$ cat src/logic/capture_macros.svh
`ifndef CAPTURE_MACROS_SVH
`define CAPTURE_MACROS_SVH

////////////////////////////////////////////////////////////
// adc and word geometry
`define CAP_SAMPLE_W     14        // raw adc sample bits
`define CAP_WORD_W       32        // a in upper half, b in lower

////////////////////////////////////////////////////////////
// record layout
`define CAP_PRE_LEN      4         // samples kept before trigger
`define CAP_POST_LEN     28        // trigger sample plus 27 after
`define CAP_REC_WORDS    32        // pre + post
`define CAP_NUM_RECORDS  10        // buffer depth in records

// trigger on negative pulse, at or below this level
`define CAP_TRIG_LEVEL   (-2170)

// timestamp counter, wraps once a second at 50 MHz
`define CAP_TIME_W       26
`define CAP_TIMER_WRAP   50000000

`endif

$ cat src/logic/sample_pkg.sv
`include "capture_macros.svh"

package sample_pkg;

    // one signed adc sample
    typedef logic signed [`CAP_SAMPLE_W-1:0] sample_t;

    // both channels of one conversion, 28 bits
    typedef struct packed {
        sample_t a;                          // channel a, trigger source
        sample_t b;                          // channel b
    } sample_pair_t;

    // stored word, sign-extended halves
    typedef logic [`CAP_WORD_W-1:0] word_t;

    // record index, counts 0..10 so one spare code
    typedef logic [$clog2(`CAP_NUM_RECORDS+1)-1:0] rec_idx_t;

    // word within a record
    typedef logic [$clog2(`CAP_REC_WORDS)-1:0] word_idx_t;

    // free-running timestamp
    typedef logic [`CAP_TIME_W-1:0] stamp_t;

    // host read response, 59 bits
    typedef struct packed {
        logic   valid;                       // one cycle after OP_READ
        word_t  data;                        // requested word
        stamp_t stamp;                       // stamp of that record
    } host_rsp_t;

endpackage

$ cat src/logic/capture_ctrl_pkg.sv
package capture_ctrl_pkg;

    // capture sequencer states
    typedef enum logic [1:0] {
        IDLE,                                // watching channel a
        CAPTURE,                             // writing post samples
        STORE,                               // commit cycle
        FULL                                 // waiting for host clear
    } cap_state_e;

    // host command strobe
    typedef enum logic [1:0] {
        OP_NOP,
        OP_READ,
        OP_CLEAR
    } host_op_e;

    // host request, 11 bits
    typedef struct packed {
        host_op_e             op;
        sample_pkg::rec_idx_t record;        // record to read
        sample_pkg::word_idx_t word;         // word within record
    } host_req_t;

endpackage

$ cat src/logic/trigger_fsm.sv
`include "capture_macros.svh"

module trigger_fsm (
    input  logic                       ADA_DCO,
    input  logic                       hps_fpga_reset_n,
    input  sample_pkg::sample_pair_t   sample,
    input  logic                       buffer_full,
    input  capture_ctrl_pkg::host_op_e host_op,
    output logic                       shift_en,     // pre-window advance
    output logic                       post_wr,      // post word write strobe
    output logic                       commit,       // record done
    output logic                       clear,        // buffer reset strobe
    output logic                       capturing,
    output sample_pkg::word_idx_t      post_idx
);

    capture_ctrl_pkg::cap_state_e state;
    sample_pkg::word_idx_t        post_cnt;          // next post word slot
    logic                         below;
    logic                         clear_req;
    logic                         take;

    ////////////////////////////////////////////////////////////
    // decode
    assign below     = sample.a <= `CAP_TRIG_LEVEL;  // signed compare
    assign clear_req = host_op == capture_ctrl_pkg::OP_CLEAR;
    assign clear     = clear_req && (state == capture_ctrl_pkg::IDLE ||
                                     state == capture_ctrl_pkg::FULL);

    // trigger only when idle with room left, clear wins
    assign take = state == capture_ctrl_pkg::IDLE && below && !buffer_full && !clear_req;

    assign shift_en  = state == capture_ctrl_pkg::IDLE && !take;
    assign post_wr   = take || state == capture_ctrl_pkg::CAPTURE;
    assign commit    = state == capture_ctrl_pkg::STORE;
    assign capturing = state == capture_ctrl_pkg::CAPTURE ||
                       state == capture_ctrl_pkg::STORE;

    // trigger sample lands right after the pre words
    assign post_idx = (state == capture_ctrl_pkg::CAPTURE) ? post_cnt
                    : sample_pkg::word_idx_t'(`CAP_PRE_LEN);

    ////////////////////////////////////////////////////////////
    // state register
    always_ff @(posedge ADA_DCO or negedge hps_fpga_reset_n)
    begin
        if (!hps_fpga_reset_n)
        begin
            state    <= capture_ctrl_pkg::IDLE;
            post_cnt <= '0;
        end
        else
        begin
            case (state)
                capture_ctrl_pkg::IDLE:
                begin
                    if (take)
                    begin
                        state    <= capture_ctrl_pkg::CAPTURE;
                        post_cnt <= sample_pkg::word_idx_t'(`CAP_PRE_LEN + 1);
                    end
                    else if (buffer_full && !clear)
                        state <= capture_ctrl_pkg::FULL;   // last commit filled it
                end
                capture_ctrl_pkg::CAPTURE:
                begin
                    post_cnt <= post_cnt + 1'b1;
                    if (post_cnt == sample_pkg::word_idx_t'(`CAP_REC_WORDS - 1))
                        state <= capture_ctrl_pkg::STORE;  // word 31 written
                end
                capture_ctrl_pkg::STORE:
                    state <= capture_ctrl_pkg::IDLE;       // sample here dropped
                capture_ctrl_pkg::FULL:
                    if (clear)
                        state <= capture_ctrl_pkg::IDLE;
                default:
                    state <= capture_ctrl_pkg::IDLE;
            endcase
        end
    end

endmodule

$ cat config.mk
export PLATFORM = sky130hd
export DESIGN_NAME = trigger_fsm
export DESIGN_NICKNAME = d
export VERILOG_FILES = /design/src/logic/sample_pkg.sv /design/src/logic/capture_ctrl_pkg.sv /design/src/logic/trigger_fsm.sv
export VERILOG_INCLUDE_DIRS = /design/src /design/src/logic
export SDC_FILE = /design/constraint.sdc
export NUM_CORES = 1
export LEC_CHECK = 0
export BUFFER_PORTS_ARGS = -buffer_cell sky130_fd_sc_hd__buf_4
export CAP_MARGIN = 10
export CORE_MARGIN = 4
export CORE_UTILIZATION = 41
export CTS_CLUSTER_SIZE = 16
export DETAILED_ROUTE_END_ITERATION = 8
export GPL_ROUTABILITY_DRIVEN = 0
export PLACE_DENSITY = 0.82
export SYNTH_ARGS = -nofsm -noshare
export SYNTH_HDL_FRONTEND = slang
export SYNTH_SLANG_ARGS = --single-unit
$ cat constraint.sdc
create_clock -name ADA_DCO -period 5.7 [get_ports ADA_DCO]
set_clock_uncertainty 0.15 [all_clocks]
set_input_delay 1.14 -clock ADA_DCO [delete_from_list [all_inputs] [get_ports ADA_DCO]]
set_output_delay 1.14 -clock ADA_DCO [all_outputs]
set_load 0.01 [all_outputs]
==> impl_metrics.prom, run 1 <==
# TYPE chip_impl_metric gauge
chip_impl_metric{name="detail_route.vias_per_cell",unit=""} 5.426
chip_impl_metric{name="setup-tns-final",unit="ns"} 0
chip_impl_metric{name="detail_route.first_pass.iterations",unit=""} 4
chip_impl_metric{name="area_delta_synth_final",unit="%"} 44.77
chip_impl_metric{name="clock-sinks",unit=""} 7
chip_impl_info{name="hp-class",value="flip-flop to flip-flop"} 1
chip_impl_metric{name="die_height",unit="um"} 45.02
chip_impl_metric{name="final_period_minus_worst_setup_slack",unit="ns"} 3.709
chip_impl_metric{name="floorplan.die.width",unit="um"} 45.02
chip_impl_metric{name="vdd_drop_max",unit="mV"} 0.1887
chip_impl_metric{name="synth_seq_area_share",unit="%"} 31.18
chip_impl_metric{name="arrival_worst_endpoint",unit="ns"} 2.42
chip_impl_metric{name="fillers",unit=""} 116
chip_impl_info{name="critical_path.reg2reg.startpoint",value="state[1]"} 1
chip_impl_metric{name="grt_start_max_net_pins",unit=""} 15
chip_impl_metric{name="synthesis.area_per_instance",unit="um^2"} 9.061
chip_impl_metric{name="synthCells",unit=""} 62
chip_impl_metric{name="buffers_inserted_by_post_cts_timing_repair",unit=""} 0
chip_impl_info{name="r2r-end",value="post_cnt[3]"} 1
chip_impl_info{name="hold_path_startpoint",value="post_cnt[4]"} 1
chip_impl_info{name="tritoncts_clock_tree",value="done"} 1
chip_impl_metric{name="finalWorstSetupSlack",unit="ns"} 1.991
chip_impl_metric{name="cts-hold-fix-buffers",unit=""} 0
chip_impl_info{name="routed.top_layer",value="met4"} 1
chip_impl_metric{name="initial_utilization",unit="%"} 43.17
chip_impl_metric{name="io_pins",unit=""} 43
chip_impl_metric{name="setup_ws_pre_cts",unit="ns"} 2.025
chip_impl_metric{name="worstHoldPathCells",unit=""} 1
chip_impl_metric{name="routed-wl-met2",unit="um"} 801
chip_impl_metric{name="slew_viol_final",unit=""} 0
chip_impl_metric{name="post_synth_num_cell_types",unit=""} 28
chip_impl_metric{name="worst_pin_slew",unit="ns"} 0.5011
chip_impl_metric{name="ant_nets",unit=""} 0
chip_impl_metric{name="finalSetupViolCount",unit=""} 0
chip_impl_metric{name="final_nets",unit=""} 133
chip_impl_metric{name="detail_route.wirelength",unit="mm"} 1.487
chip_impl_metric{name="core-area",unit="um^2"} 1301
chip_impl_metric{name="grt_pass1_vias",unit=""} 591
chip_impl_metric{name="clk-insertion-delay-late",unit="ns"} 0.26
chip_impl_metric{name="floorplan.die_area",unit="um^2"} 2026
chip_impl_info{name="setup.worst_path.class",value="input pin to output port"} 1
chip_impl_metric{name="timing.max_cap.violations",unit=""} 0
chip_impl_metric{name="crit_fanout",unit=""} 5
chip_impl_info{name="crit_path_end_kind",value="output port"} 1
chip_impl_metric{name="cts_inserted_buffers",unit=""} 3
chip_impl_metric{name="cts.clk_slew.worst_paths",unit="ns"} 0.05
chip_impl_info{name="clock_tree.root_cell",value="clkbuf_4"} 1
chip_impl_info{name="rsz_0062_raised_after_global_routing",value="no"} 1
chip_impl_info{name="holdPathEnd",value="post_cnt[4]"} 1
chip_impl_metric{name="detailroute.via_count",unit=""} 586
chip_impl_metric{name="max_freq",unit="GHz"} 0.2696
chip_impl_metric{name="syn_area",unit="um^2"} 561.8
chip_impl_metric{name="route.detailed.wl_per_inst",unit="um"} 13.77
chip_impl_metric{name="grt_first_pass_wirelength",unit="mm"} 2.387
chip_impl_metric{name="power-per-cell-area",unit="nW/um^2"} 415.1
chip_impl_metric{name="antenna_found_initial",unit=""} 0
chip_impl_metric{name="placement_rows",unit=""} 13
chip_impl_metric{name="globalRouteTotalUtil",unit="%"} 17.65
chip_impl_metric{name="dp_hpwl",unit="mm"} 1.201
chip_impl_metric{name="met3_length",unit="um"} 114
chip_impl_metric{name="starting_drt_drc_count",unit=""} 5
chip_impl_metric{name="antenna_cells_inserted",unit=""} 0
chip_impl_metric{name="timing_hold_violations_final",unit=""} 0
chip_impl_metric{name="buffer_ports.inserted",unit=""} 28
chip_impl_metric{name="layout_cell_share_with_drive_strength_beyond_1",unit="%"} 35.48
chip_impl_metric{name="r2r.worst_path.cells",unit=""} 6
chip_impl_metric{name="detail_route.wirelength.met1",unit="um"} 519
chip_impl_info{name="worstSetupStartpointType",value="input pin"} 1
chip_impl_metric{name="post-route-period-util",unit="%"} 65.07
chip_impl_metric{name="number_of_gates_resized_after_cts",unit=""} 0
chip_impl_metric{name="postSynthNetCount",unit=""} 101
chip_impl_metric{name="worst_case_clock_buffer_depth",unit=""} 2
chip_impl_metric{name="slew-limit-headroom",unit="%"} 66.46
chip_impl_info{name="status",value="complete, no violations"} 1
chip_impl_metric{name="power.leakage",unit="nW"} 0.4321
chip_impl_metric{name="ff2ff_setup_slack",unit="ns"} 3.57
chip_impl_metric{name="flip_flop_and_latch_count_after_synthesis",unit=""} 7
chip_impl_metric{name="critical_path_required",unit="ns"} 4.41
chip_impl_metric{name="grt.overflow.total",unit=""} 0
chip_impl_metric{name="drt_drc_violations_left",unit=""} 0
chip_impl_metric{name="synth_warnings",unit=""} 0
chip_impl_metric{name="cts_htree_levels",unit=""} 1
==> routing by layer <==
layer | global-route usage (%) | vias to the layer above
met5 | 0 | -
met4 | 14.04 | 0
met3 | 6.375 | 5
met2 | 30.79 | 23
met1 | 16.22 | 268
li1 | - | 290
==> metrics by stage <==
step	cell area (um^2)	instances	hold slack [ns]	util [%]	total power [mW]
6_report	813.3	108	0.3907	62.50	0.3376
5_1_grt	813.3	108	0.4373	62.50	0.3688
2_1_floorplan	561.8	62	0.3363	-	0.2190
3_3_place_gp	787.0	104	0.3458	60.48	0.2848
4_1_cts	813.3	108	0.3930	62.50	0.3402
3_5_place_dp	787.0	104	0.3820	60.48	0.2929
==> registers in the layout (all words and copies together) (netlist names) <==
signal	count
post_cnt	5
state	2
==> how the worst max path moves through the flow <==
| stage | start | to | slack, ns | cells past startpoint |
|---|---|---|---|---|
| 2_1_floorplan | host_op[1] | shift_en | 2.36 | 4 |
| 3_3_place_gp | host_op[1] | shift_en | 2.01 | 6 |
| 3_5_place_dp | host_op[1] | post_wr | 2.03 | 6 |
| 4_1_cts | sample[19] | post_wr | 1.95 | 6 |
| 5_1_grt | sample[19] | post_wr | 1.86 | 6 |
| 6_report | sample[19] | post_wr | 1.99 | 6 |
==> power breakdown <==
group / internal, mW / leakage, nW / total, mW / switching, mW
clock: 0.0268 / 0.0150 / 0.0463 / 0.0195
combinational: 0.0981 / 0.332 / 0.196 / 0.0975
sequential: 0.0723 / 0.0852 / 0.0957 / 0.0233
total: 0.197 / 0.432 / 0.338 / 0.140
==> layout make-up <==
class                   count  area [um^2]  area share [%]
multi-input cells          46        352.8           43.38
repair buffers             28        210.2           25.85
flip-flops and latches      7        175.2           21.54
inverters                   8        30.03           3.692
clock buffers               4        26.28           3.231
well taps                  15        18.77           2.308
==> kinds of logic (layout without fill, tap and decap cells) <==
logic type               Yosys count  count (layout)  synth area share (%)
buffers and inverters              9              40                 6.013
AND/OR/NAND/NOR                   24              24                 25.61
flip-flops                         7               7                 31.18
adder cells (fa/ha/maj)            6               6                 13.36
AO/OA/AOI/OAI                     15              15                 22.05
multiplexers                       1               1                 1.782
==> Yosys cell counts <==
library cell	count	share of area (%)
and2_1	4	4.5
a21o_1	1	1.3
a22oi_1	1	1.3
and3_1	2	2.2
a32o_1	2	3.6
o22ai_1	1	1.1
clkbuf_1	1	0.67
nor3b_2	1	2.2
nand3_1	4	3.6
mux2i_1	1	1.8
a311oi_1	1	1.6
inv_1	8	5.3
and2b_1	1	1.3
o21ai_0	2	1.8
nor2_1	1	0.67
or2_2	1	1.1
nor2b_1	2	2.2
nor3b_1	3	4.0
a221oi_1	1	1.6
a2bb2oi_1	2	3.1
nand2_1	4	2.7
a2111o_1	1	2.0
o31a_1	1	1.6
a211oi_1	1	1.3
a221o_1	1	1.8
nor4_1	1	1.1
ha_1	6	13
dfrtp_1	7	31
==> layout by cell type (no fill, tap or decap) <==
| cell | instances |
|---|---|
| and2b_1 | 1 |
| nor3b_1 | 3 |
| nor3b_2 | 1 |
| a2111o_1 | 1 |
| buf_4 | 28 |
| nand2_1 | 4 |
| o21ai_0 | 2 |
| a32o_1 | 2 |
| dfrtp_1 | 7 |
| a211oi_1 | 1 |
| a21o_1 | 1 |
| a311oi_1 | 1 |
| clkbuf_4 | 3 |
| mux2i_1 | 1 |
| nor2_1 | 1 |
| and3_1 | 2 |
| nand3_1 | 4 |
| inv_1 | 8 |
| a221o_1 | 1 |
| a22oi_1 | 1 |
| o31a_1 | 1 |
| ha_1 | 6 |
| nor2b_1 | 2 |
| and2_1 | 4 |
| o22ai_1 | 1 |
| a2bb2oi_1 | 2 |
| or2_2 | 1 |
| clkbuf_1 | 1 |
| nor4_1 | 1 |
| a221oi_1 | 1 |
==> critical path, stage by stage <==
cell and delay (ns):
buf_4 0.11, nor4_1 0.35, a211oi_1 0.19, nor2_1 0.34, or2_2 0.18, buf_4 0.11
No activity file was read; power rests on OpenSTA's default activity.
==> run 2, diff against run 1 <==
--- a/config.mk
+++ b/config.mk
@@ -9,11 +9,11 @@
 export BUFFER_PORTS_ARGS = -buffer_cell sky130_fd_sc_hd__buf_4
 export CAP_MARGIN = 10
 export CORE_MARGIN = 4
-export CORE_UTILIZATION = 41
+export CORE_UTILIZATION = 34
 export CTS_CLUSTER_SIZE = 16
 export DETAILED_ROUTE_END_ITERATION = 8
 export GPL_ROUTABILITY_DRIVEN = 0
-export PLACE_DENSITY = 0.82
+export PLACE_DENSITY = 0.73
 export SYNTH_ARGS = -nofsm -noshare
 export SYNTH_HDL_FRONTEND = slang
 export SYNTH_SLANG_ARGS = --single-unit
==> constraint.sdc (replaced) <==
create_clock -name ADA_DCO -period 3.4 [get_ports ADA_DCO]
set_clock_uncertainty 0.15 [all_clocks]
set_input_delay 0.68 -clock ADA_DCO [delete_from_list [all_inputs] [get_ports ADA_DCO]]
set_output_delay 0.68 -clock ADA_DCO [all_outputs]
set_load 0.01 [all_outputs]
==> impl_metrics.prom, run 2 (synthesis results as in run 1) <==
# TYPE chip_impl_metric gauge
chip_impl_metric{name="cts_inserted_buffers",unit=""} 3
chip_impl_metric{name="arrival_worst_endpoint",unit="ns"} 2.15
chip_impl_metric{name="cts.clk_slew.worst_paths",unit="ns"} 0.06
chip_impl_metric{name="antenna_found_initial",unit=""} 0
chip_impl_metric{name="cts_htree_levels",unit=""} 1
chip_impl_metric{name="detail_route.first_pass.iterations",unit=""} 6
chip_impl_metric{name="worst_pin_slew",unit="ns"} 0.4705
chip_impl_metric{name="setup-tns-final",unit="ns"} 0
chip_impl_metric{name="clk-insertion-delay-late",unit="ns"} 0.26
chip_impl_metric{name="post_dp_cell_area",unit="um^2"} 788.3
chip_impl_metric{name="detail_route.wirelength",unit="mm"} 1.371
chip_impl_metric{name="grt_use_met3",unit="%"} 2.454
chip_impl_metric{name="finalSetupViolCount",unit=""} 0
chip_impl_metric{name="core-area",unit="um^2"} 1541
chip_impl_metric{name="placement_rows",unit=""} 14
chip_impl_metric{name="ant_nets",unit=""} 0
chip_impl_info{name="clock_tree.root_cell",value="clkbuf_4"} 1
chip_impl_metric{name="floorplan.die.width",unit="um"} 48.65
chip_impl_metric{name="max_freq",unit="GHz"} 0.3355
chip_impl_metric{name="ff_latch_area",unit="um^2"} 175.2
chip_impl_metric{name="clock-sinks",unit=""} 7
chip_impl_metric{name="grt_pass1_vias",unit=""} 535
chip_impl_metric{name="timing_hold_violations_final",unit=""} 0
chip_impl_info{name="rsz_0062_raised_after_global_routing",value="no"} 1
chip_impl_info{name="commonest_non_fill_non_tap_cell_in_the_layout",value="buf_4"} 1
chip_impl_metric{name="layout_cell_share_with_drive_strength_beyond_1",unit="%"} 35.48
chip_impl_metric{name="met1_usage",unit="%"} 16.64
chip_impl_info{name="crit_path_end_kind",value="output port"} 1
chip_impl_metric{name="grt_use_met2",unit="%"} 15.87
chip_impl_metric{name="timing.max_cap.violations",unit=""} 0
chip_impl_metric{name="final_nets",unit=""} 133
chip_impl_metric{name="route.detailed.wl_per_inst",unit="um"} 12.58
chip_impl_metric{name="initial_utilization",unit="%"} 36.44
chip_impl_metric{name="power.leakage",unit="nW"} 0.4321
chip_impl_info{name="max_flop_register",value="post_cnt"} 1
chip_impl_metric{name="buffer_ports.inserted",unit=""} 28
chip_impl_metric{name="buffers_inserted_by_post_cts_timing_repair",unit=""} 0
chip_impl_info{name="status",value="complete, no violations"} 1
chip_impl_metric{name="power-per-cell-area",unit="nW/um^2"} 695.6
chip_impl_info{name="largestRegisters",value="post_cnt x5, state x2"} 1
chip_impl_info{name="top_usage_layer",value="met1"} 1
chip_impl_metric{name="multiInputGateArea",unit="um^2"} 352.8
chip_impl_metric{name="worst_case_clock_buffer_depth",unit=""} 2
chip_impl_info{name="tritoncts_clock_tree",value="done"} 1
chip_impl_info{name="layout.cells.most_common_list",value="buf_4, inv_1, dfrtp_1"} 1
chip_impl_metric{name="grt_start_max_net_pins",unit=""} 15
chip_impl_metric{name="drt_drc_violations_left",unit=""} 0
chip_impl_metric{name="largest_register_ffs",unit=""} 5
chip_impl_metric{name="die_height",unit="um"} 48.65
chip_impl_metric{name="globalRouteTotalUtil",unit="%"} 12.04
chip_impl_metric{name="slew_viol_final",unit=""} 0
chip_impl_metric{name="antenna_cells_inserted",unit=""} 0
chip_impl_metric{name="grt.overflow.total",unit=""} 0
chip_impl_metric{name="detailroute.via_count",unit=""} 572
chip_impl_metric{name="number_of_gates_resized_after_cts",unit=""} 0
chip_impl_metric{name="area_delta_synth_final",unit="%"} 44.99
chip_impl_metric{name="vdd_drop_max",unit="mV"} 0.2743
chip_impl_metric{name="dp_hpwl",unit="mm"} 1.064
chip_impl_info{name="setup.worst_path.class",value="flip-flop to output port"} 1
chip_impl_metric{name="setup_ws_pre_cts",unit="ns"} 0.6546
chip_impl_metric{name="post-route-period-util",unit="%"} 87.65
chip_impl_metric{name="io_pins",unit=""} 43
chip_impl_metric{name="grt_first_pass_wirelength",unit="mm"} 2.263
chip_impl_metric{name="finalWorstSetupSlack",unit="ns"} 0.4198
chip_impl_metric{name="detail_route.vias_per_cell",unit=""} 5.248
chip_impl_metric{name="crit_fanout",unit=""} 7
chip_impl_metric{name="cts-hold-fix-buffers",unit=""} 0
chip_impl_metric{name="starting_drt_drc_count",unit=""} 11
chip_impl_info{name="worstSetupStartpointType",value="flip-flop"} 1
chip_impl_metric{name="fillers",unit=""} 156
chip_impl_metric{name="floorplan.die_area",unit="um^2"} 2367
chip_impl_metric{name="final_period_minus_worst_setup_slack",unit="ns"} 2.980
chip_impl_metric{name="postLayoutCellArea",unit="um^2"} 814.5
chip_impl_metric{name="slew-limit-headroom",unit="%"} 68.30
chip_impl_metric{name="critical_path_required",unit="ns"} 2.57
chip_impl_info{name="hp-class",value="input pin to asynchronous set/reset pin"} 1
-- run 2: cell counts in the layout (fill, tap and decap cells not counted) --
Identical to the previous run, type by type.
-- run 2: final timing paths --
check                      slack (ns)  cells after the start             start           to
min in group ADA_DCO             0.37                      1       post_cnt[4]  post_cnt[4]
max                              0.42                      7          state[1]     shift_en
max reg2reg                      1.29                      6          state[1]  post_cnt[0]
min                              0.07                      1  hps_fpga_reset_n  post_cnt[3]
max in group asynchronous        2.91                      1  hps_fpga_reset_n  post_cnt[0]
min reg2reg                      0.37                      1       post_cnt[4]  post_cnt[4]
-- run 2: report_power, final --
group          total [mW]  internal [mW]  switching (mW)
Clock              0.0816         0.0452          0.0364
Combinational       0.326          0.164           0.162
Sequential          0.159          0.121          0.0378
-- run 2: area by class of cell --
class / count / area share [%]
multi-input cells: 46 / 43.32
well taps: 16 / 2.458
inverters: 8 / 3.687
clock buffers: 4 / 3.226
repair buffers: 28 / 25.81
flip-flops and latches: 7 / 21.51
-- run 2: per-layer routing --
layer / part of all wire [%] / vias to the layer above
met2: 41 / 30
met5: 0 / -
met4: 2.3 / 0
li1: - / 289
met1: 48 / 249
met3: 8.8 / 4
-- run 2: stage by stage --
| step | power, mW | hold WS [ns] | utilization [%] | std cells |
|---|---|---|---|---|
| after floorplan | 0.3671 | 0.2344 | - | 62 |
| after global placement | 0.4797 | 0.3467 | 51.14 | 105 |
| after detailed placement | 0.4865 | 0.3482 | 51.14 | 105 |
| after CTS | 0.5685 | 0.06824 | 52.84 | 109 |
| after global routing | 0.6155 | 0.06691 | 52.84 | 109 |
| final | 0.5666 | 0.06699 | 52.84 | 109 |
-- run 2: critical path, stage by stage (launching register included) --
cell,delay [ns]
dfrtp_1,0.42
inv_1,0.12
ha_1,0.29
nand2_1,0.08
a2111o_1,0.32
o21ai_0,0.42
inv_1,0.08
buf_4,0.16
==> run 3, diff against run 2 <==
--- a/config.mk
+++ b/config.mk
@@ -13,7 +13,7 @@
 export CTS_CLUSTER_SIZE = 16
 export DETAILED_ROUTE_END_ITERATION = 8
 export GPL_ROUTABILITY_DRIVEN = 0
-export PLACE_DENSITY = 0.73
+export PLACE_DENSITY_LB_ADDON = 0.2
 export SYNTH_ARGS = -nofsm -noshare
 export SYNTH_HDL_FRONTEND = slang
 export SYNTH_SLANG_ARGS = --single-unit
==> impl_metrics.prom, run 3 (synthesis results as in run 1) <==
# TYPE chip_impl_metric gauge
chip_impl_metric{name="cts_htree_levels",unit=""} 1
chip_impl_metric{name="grt_start_max_net_pins",unit=""} 15
chip_impl_metric{name="met3_length",unit="um"} 117
chip_impl_metric{name="ant_nets",unit=""} 0
chip_impl_metric{name="routed-wl-met2",unit="um"} 580
chip_impl_metric{name="detail_route.vias_per_cell",unit=""} 5.239
chip_impl_metric{name="grt_pass1_vias",unit=""} 572
chip_impl_metric{name="number_of_gates_resized_after_cts",unit=""} 0
chip_impl_metric{name="max_freq",unit="GHz"} 0.3387
chip_impl_metric{name="placement_rows",unit=""} 14
chip_impl_metric{name="antenna_cells_inserted",unit=""} 0
chip_impl_metric{name="die_height",unit="um"} 48.65
chip_impl_metric{name="clk-insertion-delay-late",unit="ns"} 0.25
chip_impl_info{name="layout.cells.most_common_list",value="buf_4, inv_1, dfrtp_1"} 1
chip_impl_metric{name="post-route-period-util",unit="%"} 86.85
chip_impl_metric{name="detail_route.wirelength.met1",unit="um"} 579
chip_impl_info{name="max_flop_register",value="post_cnt"} 1
chip_impl_info{name="worstSetupStartpointType",value="flip-flop"} 1
chip_impl_metric{name="dp_hpwl",unit="mm"} 1.067
chip_impl_info{name="rsz_0062_raised_after_global_routing",value="no"} 1
chip_impl_info{name="routed.top_layer",value="met4"} 1
chip_impl_metric{name="area_delta_synth_final",unit="%"} 44.99
chip_impl_metric{name="initial_utilization",unit="%"} 36.44
chip_impl_metric{name="post-layout-total-power",unit="uW"} 558.7
chip_impl_metric{name="grt.overflow.total",unit=""} 0
chip_impl_info{name="clock_tree.root_cell",value="clkbuf_4"} 1
chip_impl_info{name="setup.worst_path.class",value="flip-flop to output port"} 1
chip_impl_metric{name="cts_inserted_buffers",unit=""} 3
chip_impl_metric{name="detail_route.first_pass.iterations",unit=""} 4
chip_impl_metric{name="timing.max_cap.violations",unit=""} 0
chip_impl_metric{name="cts.clk_slew.worst_paths",unit="ns"} 0.06
chip_impl_metric{name="worst_case_clock_buffer_depth",unit=""} 2
chip_impl_metric{name="layout_cell_share_with_drive_strength_beyond_1",unit="%"} 35.48
chip_impl_metric{name="floorplan.die_area",unit="um^2"} 2367
chip_impl_info{name="tritoncts_clock_tree",value="done"} 1
chip_impl_metric{name="route.detailed.wl_per_inst",unit="um"} 11.87
chip_impl_metric{name="cts-hold-fix-buffers",unit=""} 0
chip_impl_info{name="hp-class",value="input pin to asynchronous set/reset pin"} 1
chip_impl_metric{name="globalRouteTotalUtil",unit="%"} 11.67
chip_impl_metric{name="core-area",unit="um^2"} 1541
chip_impl_metric{name="largest_register_ffs",unit=""} 5
chip_impl_metric{name="finalSetupViolCount",unit=""} 0
chip_impl_info{name="status",value="complete, no violations"} 1
chip_impl_info{name="commonest_non_fill_non_tap_cell_in_the_layout",value="buf_4"} 1
chip_impl_metric{name="antenna_found_initial",unit=""} 0
chip_impl_metric{name="starting_drt_drc_count",unit=""} 11
chip_impl_metric{name="buffers_inserted_by_post_cts_timing_repair",unit=""} 0
chip_impl_metric{name="clock-sinks",unit=""} 7
chip_impl_metric{name="drt_drc_violations_left",unit=""} 0
chip_impl_metric{name="crit_fanout",unit=""} 7
chip_impl_info{name="crit_path_end_kind",value="output port"} 1
chip_impl_metric{name="buffer_ports.inserted",unit=""} 28
chip_impl_metric{name="critical_path_required",unit="ns"} 2.57
chip_impl_metric{name="detailroute.via_count",unit=""} 571
chip_impl_metric{name="vdd_drop_max",unit="mV"} 0.3087
chip_impl_metric{name="power.leakage",unit="nW"} 0.4321
chip_impl_metric{name="io_pins",unit=""} 43
chip_impl_metric{name="floorplan.die.width",unit="um"} 48.65
chip_impl_metric{name="setup-tns-final",unit="ns"} 0
chip_impl_metric{name="final_nets",unit=""} 133
chip_impl_metric{name="final_period_minus_worst_setup_slack",unit="ns"} 2.953
chip_impl_info{name="largestRegisters",value="post_cnt x5, state x2"} 1
chip_impl_metric{name="worst_pin_slew",unit="ns"} 0.4726
chip_impl_metric{name="timing_hold_violations_final",unit=""} 0
chip_impl_metric{name="slew_viol_final",unit=""} 0
chip_impl_metric{name="grt_first_pass_wirelength",unit="mm"} 2.208
chip_impl_metric{name="arrival_worst_endpoint",unit="ns"} 2.12
chip_impl_metric{name="power-per-cell-area",unit="nW/um^2"} 685.9
chip_impl_metric{name="slew-limit-headroom",unit="%"} 68.16
chip_impl_metric{name="detail_route.wirelength",unit="mm"} 1.294
-- run 3: cell counts in the layout (fill, tap and decap cells not counted) --
Identical to the previous run, type by type.
-- run 3: report_power, final --
| part | switching, mW | internal, mW |
|---|---|---|
| sequential | 0.0379 | 0.121 |
| combinational | 0.160 | 0.163 |
| clock | 0.0320 | 0.0449 |
-- run 3: metrics by stage --
stage	hold WS, ns	worst slack [ns]	std cells	util [%]	instance area (um^2)
after floorplan	0.2344	0.9840	62	-	561.8
after global placement	0.3511	0.6530	105	51.14	788.3
after detailed placement	0.3497	0.6344	105	51.14	788.3
after CTS	0.07937	0.4233	109	52.84	814.5
after global routing	0.07067	0.2724	109	52.84	814.5
final	0.07784	0.4472	109	52.84	814.5
-- run 3: worst max-delay path, cell delays in order (launching register included) --
cell      delay (ns)
dfrtp_1         0.41
inv_1           0.12
ha_1            0.29
nand2_1         0.08
a2111o_1        0.32
o21ai_0         0.42
inv_1           0.08
buf_4           0.16
-- run 3: layer usage --
layer,GRT usage [%],vias to the layer above
li1,-,288
met1,13.86,254
met2,17.39,27
met3,3.988,2
met4,8.072,0
met5,0,-
-- run 3: cell type report --
| type | instances | area (um^2) |
|---|---|---|
| fill | 154 | 726.9 |
| multi-input combinational | 46 | 352.8 |
| timing repair buffer | 28 | 210.2 |
| sequential | 7 | 175.2 |
| inverter | 8 | 30.03 |
| clock buffer | 4 | 26.28 |
| tap | 16 | 20.02 |
-- run 3: worst paths after layout --
| check | from | end | slack [ns] | cells after the start |
|---|---|---|---|---|
| worst min register to register | post_cnt[4] | post_cnt[4] | 0.38 | 1 |
| worst min-delay path | hps_fpga_reset_n | post_cnt[2] | 0.08 | 1 |
| min in group ADA_DCO | post_cnt[4] | post_cnt[4] | 0.38 | 1 |
| worst max-delay path | state[0] | shift_en | 0.45 | 7 |
| max in group asynchronous | hps_fpga_reset_n | state[0] | 2.89 | 1 |
| worst max register to register | state[0] | post_cnt[0] | 1.31 | 6 |
